### src/hw/brisc_pkg.sv
package brisc_pkg;

  // Pipeline widths
  parameter int XLEN = 32;
  parameter int REG_BITS = 5;
  parameter int ADDRESS_WIDTH = 32;

  // Four words per line
  parameter int CACHE_LINE_WIDTH = 128;

  // Writeback result source
  typedef enum logic [1:0] {
    FROM_ALU   = 2'd0,
    FROM_C     = 2'd1,
    FROM_PC4   = 2'd2,
    FROM_DELTA = 2'd3
  } result_src_e;

  // Memory access size
  typedef enum logic [1:0] {
    SIZE_B = 2'd0,
    SIZE_H = 2'd1,
    SIZE_W = 2'd2
  } data_size_e;

  // Stage contents as seen by the store buffer
  typedef enum logic [1:0] {
    IS_LOAD  = 2'd0,
    IS_STORE = 2'd1,
    OTHER    = 2'd2
  } stb_ctrl_e;

endpackage

### src/hw/store_buffer.sv
module store_buffer #(
  parameter int STB_DEPTH = 4
) (
  input  logic clk,
  input  logic rst_n,
  input  logic wait_mem,
  input  brisc_pkg::stb_ctrl_e stb_ctrl,
  input  logic [brisc_pkg::ADDRESS_WIDTH-1:0] addr,
  input  brisc_pkg::data_size_e data_size,
  input  logic [brisc_pkg::XLEN-1:0] write_data,
  input  logic cache_accept,
  output logic cache_write,
  output logic [brisc_pkg::ADDRESS_WIDTH-1:0] cache_write_addr,
  output logic [brisc_pkg::XLEN-1:0] cache_write_data,
  output brisc_pkg::data_size_e cache_write_size,
  output logic read_valid,
  output logic [brisc_pkg::XLEN-1:0] read_data,
  output logic drain_stall
);
  localparam int PTR_BITS = (STB_DEPTH > 1) ? $clog2(STB_DEPTH) : 1;
  localparam int CNT_BITS = $clog2(STB_DEPTH + 1);
  localparam int AW = brisc_pkg::ADDRESS_WIDTH;

  logic [AW-1:0] ent_addr [STB_DEPTH];
  logic [brisc_pkg::XLEN-1:0] ent_data [STB_DEPTH];
  brisc_pkg::data_size_e ent_size [STB_DEPTH];

  logic [PTR_BITS-1:0] head;
  logic [PTR_BITS-1:0] tail;
  logic [CNT_BITS-1:0] count;
  logic full;
  logic push;
  logic pop;

  logic [3:0] load_mask;
  logic overlap_any;
  logic exact;
  logic force_drain;
  logic [PTR_BITS-1:0] young_slot;

  // Bytes touched within the word
  function automatic logic [3:0] size_mask(input brisc_pkg::data_size_e size,
                                           input logic [1:0] offset);
    logic [3:0] base;
    case (size)
      brisc_pkg::SIZE_B: base = 4'b0001;
      brisc_pkg::SIZE_H: base = 4'b0011;
      default:           base = 4'b1111;
    endcase
    return base << offset;
  endfunction

  function automatic logic [PTR_BITS-1:0] ptr_inc(input logic [PTR_BITS-1:0] ptr);
    return (ptr == PTR_BITS'(STB_DEPTH - 1)) ? '0 : ptr + 1'b1;
  endfunction

  assign load_mask = size_mask(data_size, addr[1:0]);

  // Walk oldest to youngest so the last overlap found is the youngest
  always_comb begin
    logic [PTR_BITS-1:0] slot;
    overlap_any = 1'b0;
    young_slot = head;
    for (int i = 0; i < STB_DEPTH; i++) begin
      slot = PTR_BITS'((int'(head) + i) % STB_DEPTH);
      if (i < int'(count) && ent_addr[slot][AW-1:2] == addr[AW-1:2] &&
          |(size_mask(ent_size[slot], ent_addr[slot][1:0]) & load_mask)) begin
        overlap_any = 1'b1;
        young_slot = slot;
      end
    end
  end

  assign exact = (ent_addr[young_slot] == addr) && (ent_size[young_slot] == data_size);
  assign read_valid = (stb_ctrl == brisc_pkg::IS_LOAD) && overlap_any && exact;
  assign force_drain = (stb_ctrl == brisc_pkg::IS_LOAD) && overlap_any && !exact;

  always_comb begin
    case (ent_size[young_slot])
      brisc_pkg::SIZE_B: read_data = brisc_pkg::XLEN'(ent_data[young_slot][7:0]);
      brisc_pkg::SIZE_H: read_data = brisc_pkg::XLEN'(ent_data[young_slot][15:0]);
      default:           read_data = ent_data[young_slot];
    endcase
  end

  assign full = (count == CNT_BITS'(STB_DEPTH));
  assign drain_stall = full || force_drain;
  assign push = (stb_ctrl == brisc_pkg::IS_STORE) && !full;

  // Drain in idle slots, when full, or to clear a partial overlap
  assign cache_write = (count != '0) && !wait_mem &&
                       ((stb_ctrl == brisc_pkg::OTHER) || full || force_drain);
  assign pop = cache_write && cache_accept;

  assign cache_write_addr = ent_addr[head];
  assign cache_write_data = ent_data[head];
  assign cache_write_size = ent_size[head];

  always_ff @(posedge clk) begin
    if (!rst_n) begin
      head <= '0;
      tail <= '0;
      count <= '0;
    end else begin
      if (push) begin
        tail <= ptr_inc(tail);
      end
      if (pop) begin
        head <= ptr_inc(head);
      end
      count <= count + CNT_BITS'(push) - CNT_BITS'(pop);
    end
  end

  always_ff @(posedge clk) begin
    if (push) begin
      ent_addr[tail] <= addr;
      ent_data[tail] <= write_data;
      ent_size[tail] <= data_size;
    end
  end

endmodule

### src/hw/dcache.sv
module dcache #(
  parameter int CACHE_SETS = 8
) (
  input  logic clk,
  input  logic rst_n,
  input  logic is_load,
  input  logic [brisc_pkg::ADDRESS_WIDTH-1:0] addr,
  input  brisc_pkg::data_size_e data_size,
  output logic [brisc_pkg::XLEN-1:0] read_data,
  output logic miss,
  input  logic write_en,
  input  logic [brisc_pkg::ADDRESS_WIDTH-1:0] write_addr,
  input  logic [brisc_pkg::XLEN-1:0] write_data,
  input  brisc_pkg::data_size_e write_size,
  output logic mem_req,
  output logic [brisc_pkg::ADDRESS_WIDTH-1:0] mem_req_addr,
  output logic [brisc_pkg::CACHE_LINE_WIDTH-1:0] mem_req_data,
  output logic mem_req_write,
  input  logic fill,
  input  logic [brisc_pkg::CACHE_LINE_WIDTH-1:0] fill_data,
  input  logic [brisc_pkg::ADDRESS_WIDTH-1:0] fill_addr
);
  localparam int AW = brisc_pkg::ADDRESS_WIDTH;
  localparam int LW = brisc_pkg::CACHE_LINE_WIDTH;
  localparam int LINE_BYTES = LW / 8;
  localparam int OFFSET_BITS = $clog2(LINE_BYTES);
  localparam int INDEX_BITS = $clog2(CACHE_SETS);
  localparam int TAG_BITS = AW - INDEX_BITS - OFFSET_BITS;

  typedef enum logic [1:0] {
    IDLE,
    EVICT,
    REFILL
  } state_e;

  state_e state;

  logic [LW-1:0] lines [CACHE_SETS];
  logic [TAG_BITS-1:0] tags [CACHE_SETS];
  logic [CACHE_SETS-1:0] valid;
  logic [CACHE_SETS-1:0] dirty;

  logic look_en;
  logic [AW-1:0] look_addr;
  logic [INDEX_BITS-1:0] look_idx;
  logic [TAG_BITS-1:0] look_tag;
  logic hit;

  logic [INDEX_BITS-1:0] miss_idx;
  logic [AW-1:0] evict_addr;
  logic [AW-1:0] refill_addr;
  logic [INDEX_BITS-1:0] fill_idx;

  logic [3:0] word_mask;
  logic [LINE_BYTES-1:0] wr_be;
  logic [LW-1:0] wr_line;
  logic [LW-1:0] rd_bytes;

  // Pending store has priority over the load port
  assign look_en = write_en || is_load;
  assign look_addr = write_en ? write_addr : addr;
  assign look_idx = look_addr[OFFSET_BITS +: INDEX_BITS];
  assign look_tag = look_addr[AW-1 -: TAG_BITS];
  assign hit = valid[look_idx] && (tags[look_idx] == look_tag);
  assign fill_idx = fill_addr[OFFSET_BITS +: INDEX_BITS];

  assign miss = (state != IDLE) || (look_en && !hit);

  assign mem_req = (state != IDLE);
  assign mem_req_write = (state == EVICT);
  assign mem_req_addr = (state == EVICT) ? evict_addr : refill_addr;
  assign mem_req_data = lines[miss_idx];

  // Zero-extended load data
  assign rd_bytes = lines[look_idx] >> {look_addr[OFFSET_BITS-1:0], 3'b000};

  always_comb begin
    case (data_size)
      brisc_pkg::SIZE_B: read_data = brisc_pkg::XLEN'(rd_bytes[7:0]);
      brisc_pkg::SIZE_H: read_data = brisc_pkg::XLEN'(rd_bytes[15:0]);
      default:           read_data = rd_bytes[brisc_pkg::XLEN-1:0];
    endcase
  end

  // Byte enables for a store into the line
  always_comb begin
    case (write_size)
      brisc_pkg::SIZE_B: word_mask = 4'b0001;
      brisc_pkg::SIZE_H: word_mask = 4'b0011;
      default:           word_mask = 4'b1111;
    endcase
  end

  assign wr_be = LINE_BYTES'(word_mask) << write_addr[OFFSET_BITS-1:0];
  assign wr_line = LW'(write_data) << {write_addr[OFFSET_BITS-1:0], 3'b000};

  always_ff @(posedge clk) begin
    if (!rst_n) begin
      state <= IDLE;
      valid <= '0;
      dirty <= '0;
    end else begin
      case (state)
        IDLE: begin
          if (look_en && !hit) begin
            state <= (valid[look_idx] && dirty[look_idx]) ? EVICT : REFILL;
          end else if (write_en) begin
            dirty[look_idx] <= 1'b1;
          end
        end
        EVICT: begin
          if (fill) begin
            state <= REFILL;
          end
        end
        REFILL: begin
          if (fill) begin
            valid[fill_idx] <= 1'b1;
            dirty[fill_idx] <= 1'b0;
            state <= IDLE;
          end
        end
        default: state <= IDLE;
      endcase
    end
  end

  // Victim and refill addresses, captured when the miss is seen
  always_ff @(posedge clk) begin
    if (state == IDLE && look_en && !hit) begin
      miss_idx <= look_idx;
      evict_addr <= {tags[look_idx], look_idx, {OFFSET_BITS{1'b0}}};
      refill_addr <= {look_addr[AW-1:OFFSET_BITS], {OFFSET_BITS{1'b0}}};
    end
  end

  always_ff @(posedge clk) begin
    if (state == REFILL && fill) begin
      lines[fill_idx] <= fill_data;
      tags[fill_idx] <= fill_addr[AW-1 -: TAG_BITS];
    end else if (state == IDLE && write_en && hit) begin
      for (int b = 0; b < LINE_BYTES; b++) begin
        if (wr_be[b]) begin
          lines[look_idx][8*b +: 8] <= wr_line[8*b +: 8];
        end
      end
    end
  end

endmodule

### src/hw/cache_stage.sv
module cache_stage #(
  parameter int CACHE_SETS = 8,
  parameter int STB_DEPTH = 4
) (
  input  logic clk,
  input  logic rst_n,
  input  logic stall_in,
  input  logic flush_in,

  input  logic [brisc_pkg::XLEN-1:0] alu_res_in,
  input  logic [brisc_pkg::XLEN-1:0] write_data_in,
  input  logic [brisc_pkg::XLEN-1:0] pc_plus4_in,
  input  logic [brisc_pkg::XLEN-1:0] pc_delta_in,
  input  logic [brisc_pkg::REG_BITS-1:0] rd_in,
  input  logic reg_write_in,
  input  brisc_pkg::result_src_e result_src_in,
  input  logic mem_write_in,
  input  brisc_pkg::data_size_e data_size_in,

  output logic [brisc_pkg::XLEN-1:0] alu_res_out,
  output logic [brisc_pkg::XLEN-1:0] read_data_out,
  output logic [brisc_pkg::XLEN-1:0] pc_plus4_out,
  output logic [brisc_pkg::XLEN-1:0] pc_delta_out,
  output logic [brisc_pkg::REG_BITS-1:0] rd_out,
  output logic reg_write_out,
  output brisc_pkg::result_src_e result_src_out,
  output logic stall_out,

  input  logic fill,
  input  logic [brisc_pkg::CACHE_LINE_WIDTH-1:0] fill_data,
  input  logic [brisc_pkg::ADDRESS_WIDTH-1:0] fill_addr,

  output logic mem_req,
  output logic [brisc_pkg::CACHE_LINE_WIDTH-1:0] mem_req_data,
  output logic [brisc_pkg::ADDRESS_WIDTH-1:0] mem_req_addr,
  output logic mem_req_write
);
  logic [brisc_pkg::XLEN-1:0] write_data_q;
  logic mem_write_q;
  brisc_pkg::data_size_e data_size_q;

  logic is_load;
  logic cache_load;
  brisc_pkg::stb_ctrl_e stb_ctrl;

  logic [brisc_pkg::XLEN-1:0] cache_read_data;
  logic cache_miss;
  logic cache_write;
  logic [brisc_pkg::ADDRESS_WIDTH-1:0] cache_write_addr;
  logic [brisc_pkg::XLEN-1:0] cache_write_data;
  brisc_pkg::data_size_e cache_write_size;

  logic stb_read_valid;
  logic [brisc_pkg::XLEN-1:0] stb_read_data;
  logic drain_stall;

  // Execute to memory stage register
  always_ff @(posedge clk) begin
    if (!rst_n || flush_in) begin
      alu_res_out <= '0;
      write_data_q <= '0;
      pc_plus4_out <= '0;
      pc_delta_out <= '0;
      rd_out <= '0;
      reg_write_out <= 1'b0;
      result_src_out <= brisc_pkg::FROM_ALU;
      mem_write_q <= 1'b0;
      data_size_q <= brisc_pkg::SIZE_B;
    end else if (!stall_in) begin
      alu_res_out <= alu_res_in;
      write_data_q <= write_data_in;
      pc_plus4_out <= pc_plus4_in;
      pc_delta_out <= pc_delta_in;
      rd_out <= rd_in;
      reg_write_out <= reg_write_in;
      result_src_out <= result_src_in;
      mem_write_q <= mem_write_in;
      data_size_q <= data_size_in;
    end
  end

  assign is_load = (result_src_out == brisc_pkg::FROM_C);

  // A store counts only on the cycle it leaves the stage
  always_comb begin
    if (is_load) begin
      stb_ctrl = brisc_pkg::IS_LOAD;
    end else if (mem_write_q && !stall_in && !flush_in) begin
      stb_ctrl = brisc_pkg::IS_STORE;
    end else begin
      stb_ctrl = brisc_pkg::OTHER;
    end
  end

  // Cache lookup only when the buffer can neither forward nor is draining
  assign cache_load = is_load && !stb_read_valid && !drain_stall;

  assign read_data_out = stb_read_valid ? stb_read_data : cache_read_data;
  assign stall_out = cache_miss || mem_req || drain_stall;

  dcache #(
    .CACHE_SETS(CACHE_SETS)
  ) dcache_i (
    .clk          (clk),
    .rst_n        (rst_n),
    .is_load      (cache_load),
    .addr         (alu_res_out),
    .data_size    (data_size_q),
    .read_data    (cache_read_data),
    .miss         (cache_miss),
    .write_en     (cache_write),
    .write_addr   (cache_write_addr),
    .write_data   (cache_write_data),
    .write_size   (cache_write_size),
    .mem_req      (mem_req),
    .mem_req_addr (mem_req_addr),
    .mem_req_data (mem_req_data),
    .mem_req_write(mem_req_write),
    .fill         (fill),
    .fill_data    (fill_data),
    .fill_addr    (fill_addr)
  );

  store_buffer #(
    .STB_DEPTH(STB_DEPTH)
  ) store_buffer_i (
    .clk             (clk),
    .rst_n           (rst_n),
    .wait_mem        (mem_req),
    .stb_ctrl        (stb_ctrl),
    .addr            (alu_res_out),
    .data_size       (data_size_q),
    .write_data      (write_data_q),
    .cache_accept    (!cache_miss),
    .cache_write     (cache_write),
    .cache_write_addr(cache_write_addr),
    .cache_write_data(cache_write_data),
    .cache_write_size(cache_write_size),
    .read_valid      (stb_read_valid),
    .read_data       (stb_read_data),
    .drain_stall     (drain_stall)
  );

endmodule

### config.mk
export PLATFORM = sky130hd
export DESIGN_NAME = cache_stage
export DESIGN_NICKNAME = d
export VERILOG_FILES = /design/src/hw/brisc_pkg.sv /design/src/hw/store_buffer.sv /design/src/hw/dcache.sv /design/src/hw/cache_stage.sv
export SDC_FILE = /design/constraint.sdc
export NUM_CORES = 2
export LEC_CHECK = 0
export BUFFER_PORTS_ARGS = -buffer_cell sky130_fd_sc_hd__buf_2
export CELL_PAD_IN_SITES_DETAIL_PLACEMENT = 1
export CELL_PAD_IN_SITES_GLOBAL_PLACEMENT = 1
export CORE_ASPECT_RATIO = 0.5
export CORE_MARGIN = 4
export CORE_UTILIZATION = 31
export CTS_BUF_LIST = sky130_fd_sc_hd__clkbuf_4 sky130_fd_sc_hd__clkbuf_8
export DETAILED_ROUTE_END_ITERATION = 7
export GPL_ROUTABILITY_DRIVEN = 1
export PLACE_DENSITY_LB_ADDON = 0.25
export SETUP_SLACK_MARGIN = 0.1
export SLEW_MARGIN = 20
export SYNTH_ARGS = -nofsm -noshare
export SYNTH_HDL_FRONTEND = slang
export SYNTH_HIERARCHICAL = 1
export SYNTH_SLANG_ARGS = --single-unit
### constraint.sdc
create_clock -name clk -period 19.6 [get_ports clk]
set_clock_uncertainty 0.05 [all_clocks]
set_input_delay 4.9 -clock clk [delete_from_list [all_inputs] [get_ports clk]]
set_output_delay 4.9 -clock clk [all_outputs]
set_load 0.005 [all_outputs]
==> flow_metrics.tcl <==
set metrics [dict create \
    die_h_um 384 \
    clk_path_buf_depth 4 \
    io_pins 603 \
    numCtsBuffers 284 \
    min_from "dcache_i/valid[2]$_SDFFE_PN0P_" \
    synth_common_cells "edfxtp_1, nand2_1, mux4_2" \
    cts_hold_buf 0 \
    fin_tns_setup_ns 0 \
    initial_core_util 0.313 \
    worstPathRequired_ns 14.65 \
    grt_usage 0.253 \
    post-synth-top-count-cell "edfxtp_1" \
    synth_cell_types 115 \
    timing.final.crit_period_ns 18.39 \
    grt_pass1_wl_mm 525 \
    critPathMaxFanout 81 \
    max_cap_violations 0 \
    via_count 65700 \
    status "finished, final reports clean" \
    grt_pass1_vias 65400 \
    fmax_mhz 54.4 \
    rr_startpoint "store_buffer_i/head[0]$_SDFFE_PN0N_" \
    drc_errors 0 \
    layout.nets 7362 \
    slew_violations 0 \
    rr_worst_depth 31 \
    crit_start "store_buffer_i/head[0]$_SDFFE_PN0N_" \
    synth_area_leaders "edfxtp_1, mux4_2, mux2i_1" \
    row_count 137 \
    setup_slack_ns 1.21 \
    synth_top_area_cell "edfxtp_1" \
    grt_max_degree 153 \
    holdCritPathClass "flip-flop to flip-flop" \
    min_path_cells 1 \
    synth_flop_cell "edfxtp_1" \
    gp_congestion 0.944 \
    cp.depth 31 \
    power_leakage_nw 34.0 \
    grtUsageMet3 0.0567 \
    core_mm2 0.280 \
    avgSynthCellArea_um2 13.5 \
    cts.sinks 1710 \
    power_frac_comb 0.432 \
    endpoint_kind "output port" \
    crit_path_start_kind "flip-flop" \
    root_buffer "clkbuf_8" \
    tightest_slew_ns 1.29 \
    slew_headroom 0.142 \
    viasPerCell 5.96 \
    finalCritPeriodShare 0.938 \
    rsz0062_at_grt "false" \
    drive_gt1_frac 0.286 \
    dr.pass1.iters 8 \
    syn_to_final_growth_pct 14.9 \
    synth_top_area_frac 0.529 \
    async_flop_share 0 \
    dp_hpwl_mm 267 \
    grt_busiest_layer "met2" \
    crit_type "flip-flop to output port" \
    ys_ff_latch 1710 \
    io_buffers 594 \
    post-cts-setup-buffers 0 \
    timing.critical_path.buf_inv 6 \
    cts_resized 0 \
    crit_family "compound AO/OA/AOI/OAI gates" \
    p_int_w 0.00785 \
    seqPwrFrac 0.324 \
    wirelength_mm 384 \
    drt.antenna.violating_nets 0 \
    setup_viol 0 \
    drt_iter0_drc 8090 \
    clkLatencyLatePin_ns 0.97 \
    antenna_found_initial 44 \
    swShare 0.406 \
    htreeDepth 5 \
    cpMaxStageDelayCell "o21ai_0" \
    crit_top_cell "buf_4" \
    overflow 0 \
    arrival_ns 13.44 \
    ys_warn_count 6 \
    syn_area_mm2 0.0874 \
    syn-instance-count 6459 \
    wire_per_inst_um 34.8 \
    clkPwrFrac 0.244 \
    pre_cts_ws_ns 2.47 \
    synth_seq_area_share 0.568 \
    finalHoldViolCount 0 \
    p_per_area_mw_per_mm2 132 \
    met1_usage 0.331 \
    grtUsageMet2 0.405 \
    vdd_drop_max_mv 0.145 \
    cpPeakStageDelay_ns 0.99 \
    clk_pin_slew_ns 0.06 \
    cts_tree "yes" \
    final_core_util 0.359 \
    synth_edf_count 1541 \
    die_area_mm2 0.291 \
    die_x_um 759 \
    power_switching_w 0.00537 \
]
-- power groups by stage --
stage	logic (W)	registers (W)	clock network, W
after floorplan	0.00319	0.00426	0
after global placement	0.00557	0.00436	0
after detailed placement	0.00561	0.00437	0
after CTS	0.00563	0.00429	0.00329
after global routing	0.00589	0.00430	0.00347
final	0.00571	0.00429	0.00322
-- worst paths after layout --
kind	end	slack (ns)
hold reg to reg	dcache_i/valid[2]$_SDFFE_PN0P_	0.42
setup reg to reg	dcache_i/lines[1][110]$_DFFE_PP_	4.81
hold / removal	dcache_i/valid[2]$_SDFFE_PN0P_	0.42
setup / recovery	read_data_out[9]	1.21
-- through the flow --
stage               total power [W]  hold slack, ns  cell area [um^2]  std cells
CTS                          0.0132           0.421            100000      11000
detailed placement          0.00998           0.408             94900      10500
finish                       0.0132           0.418            100000      11000
floorplan                   0.00745           0.391             87400       6462
global route                 0.0137           0.442            100000      11000
global placement            0.00993           0.399             94800      10500
-- layer usage --
layer / vias to the layer above / wire length, um
li1: 27000 / -
met1: 34300 / 153000
met2: 3686 / 176000
met3: 697 / 35600
met4: 20 / 19100
met5: - / 124
-- registers in the layout, summed over array words and instances (netlist names), 25 cells and up, named ones only --
register                 flops
store_buffer_i/ent_data    128
dcache_i/tags              200
pc_plus4_out                32
dcache_i/refill_addr        26
store_buffer_i/ent_addr    128
dcache_i/lines            1024
write_data_q                32
alu_res_out                 32
dcache_i/evict_addr         25
pc_delta_out                32
-- kinds of logic after synthesis --
kind of cell    Yosys count  share of synthesized area
compound gates         1503                      0.121
xor+xnor                133                     0.0133
fa+ha+maj                10                    0.00152
buf+inv                 602                     0.0324
flops                  1710                      0.568
mux                    1060                      0.186
other cells               1                  0.0000429
simple gates           1440                     0.0783
-- layout make-up --
cell class | instances | area (um^2)
sequential | 1710 | 49700
clock inverter | 109 | 779
tap | 3753 | 4700
multi-input combinational | 4150 | 35300
inverter | 55 | 219
clock buffer | 377 | 4680
fill | 29600 | 179000
timing repair buffer | 847 | 5070
antenna | 17 | 42.5
-- cells in the final DEF, fill, tap and decap left out, types with 79 or more instances in the layout --
| cell type | instances |
|---|---|
| a21oi_1 | 193 |
| a221oi_1 | 91 |
| a22oi_1 | 336 |
| buf_2 | 594 |
| buf_4 | 236 |
| clkbuf_4 | 81 |
| clkbuf_8 | 297 |
| dfxtp_1 | 161 |
| edfxtp_1 | 1541 |
| mux2_2 | 235 |
| mux2i_1 | 390 |
| mux4_2 | 422 |
| nand2_1 | 487 |
| nand2b_1 | 89 |
| nand3_1 | 156 |
| nor2_1 | 342 |
| nor3_1 | 96 |
| o21ai_0 | 243 |
| o21ai_1 | 79 |
| xnor2_1 | 93 |
Power figures use the tool's default switching activity.
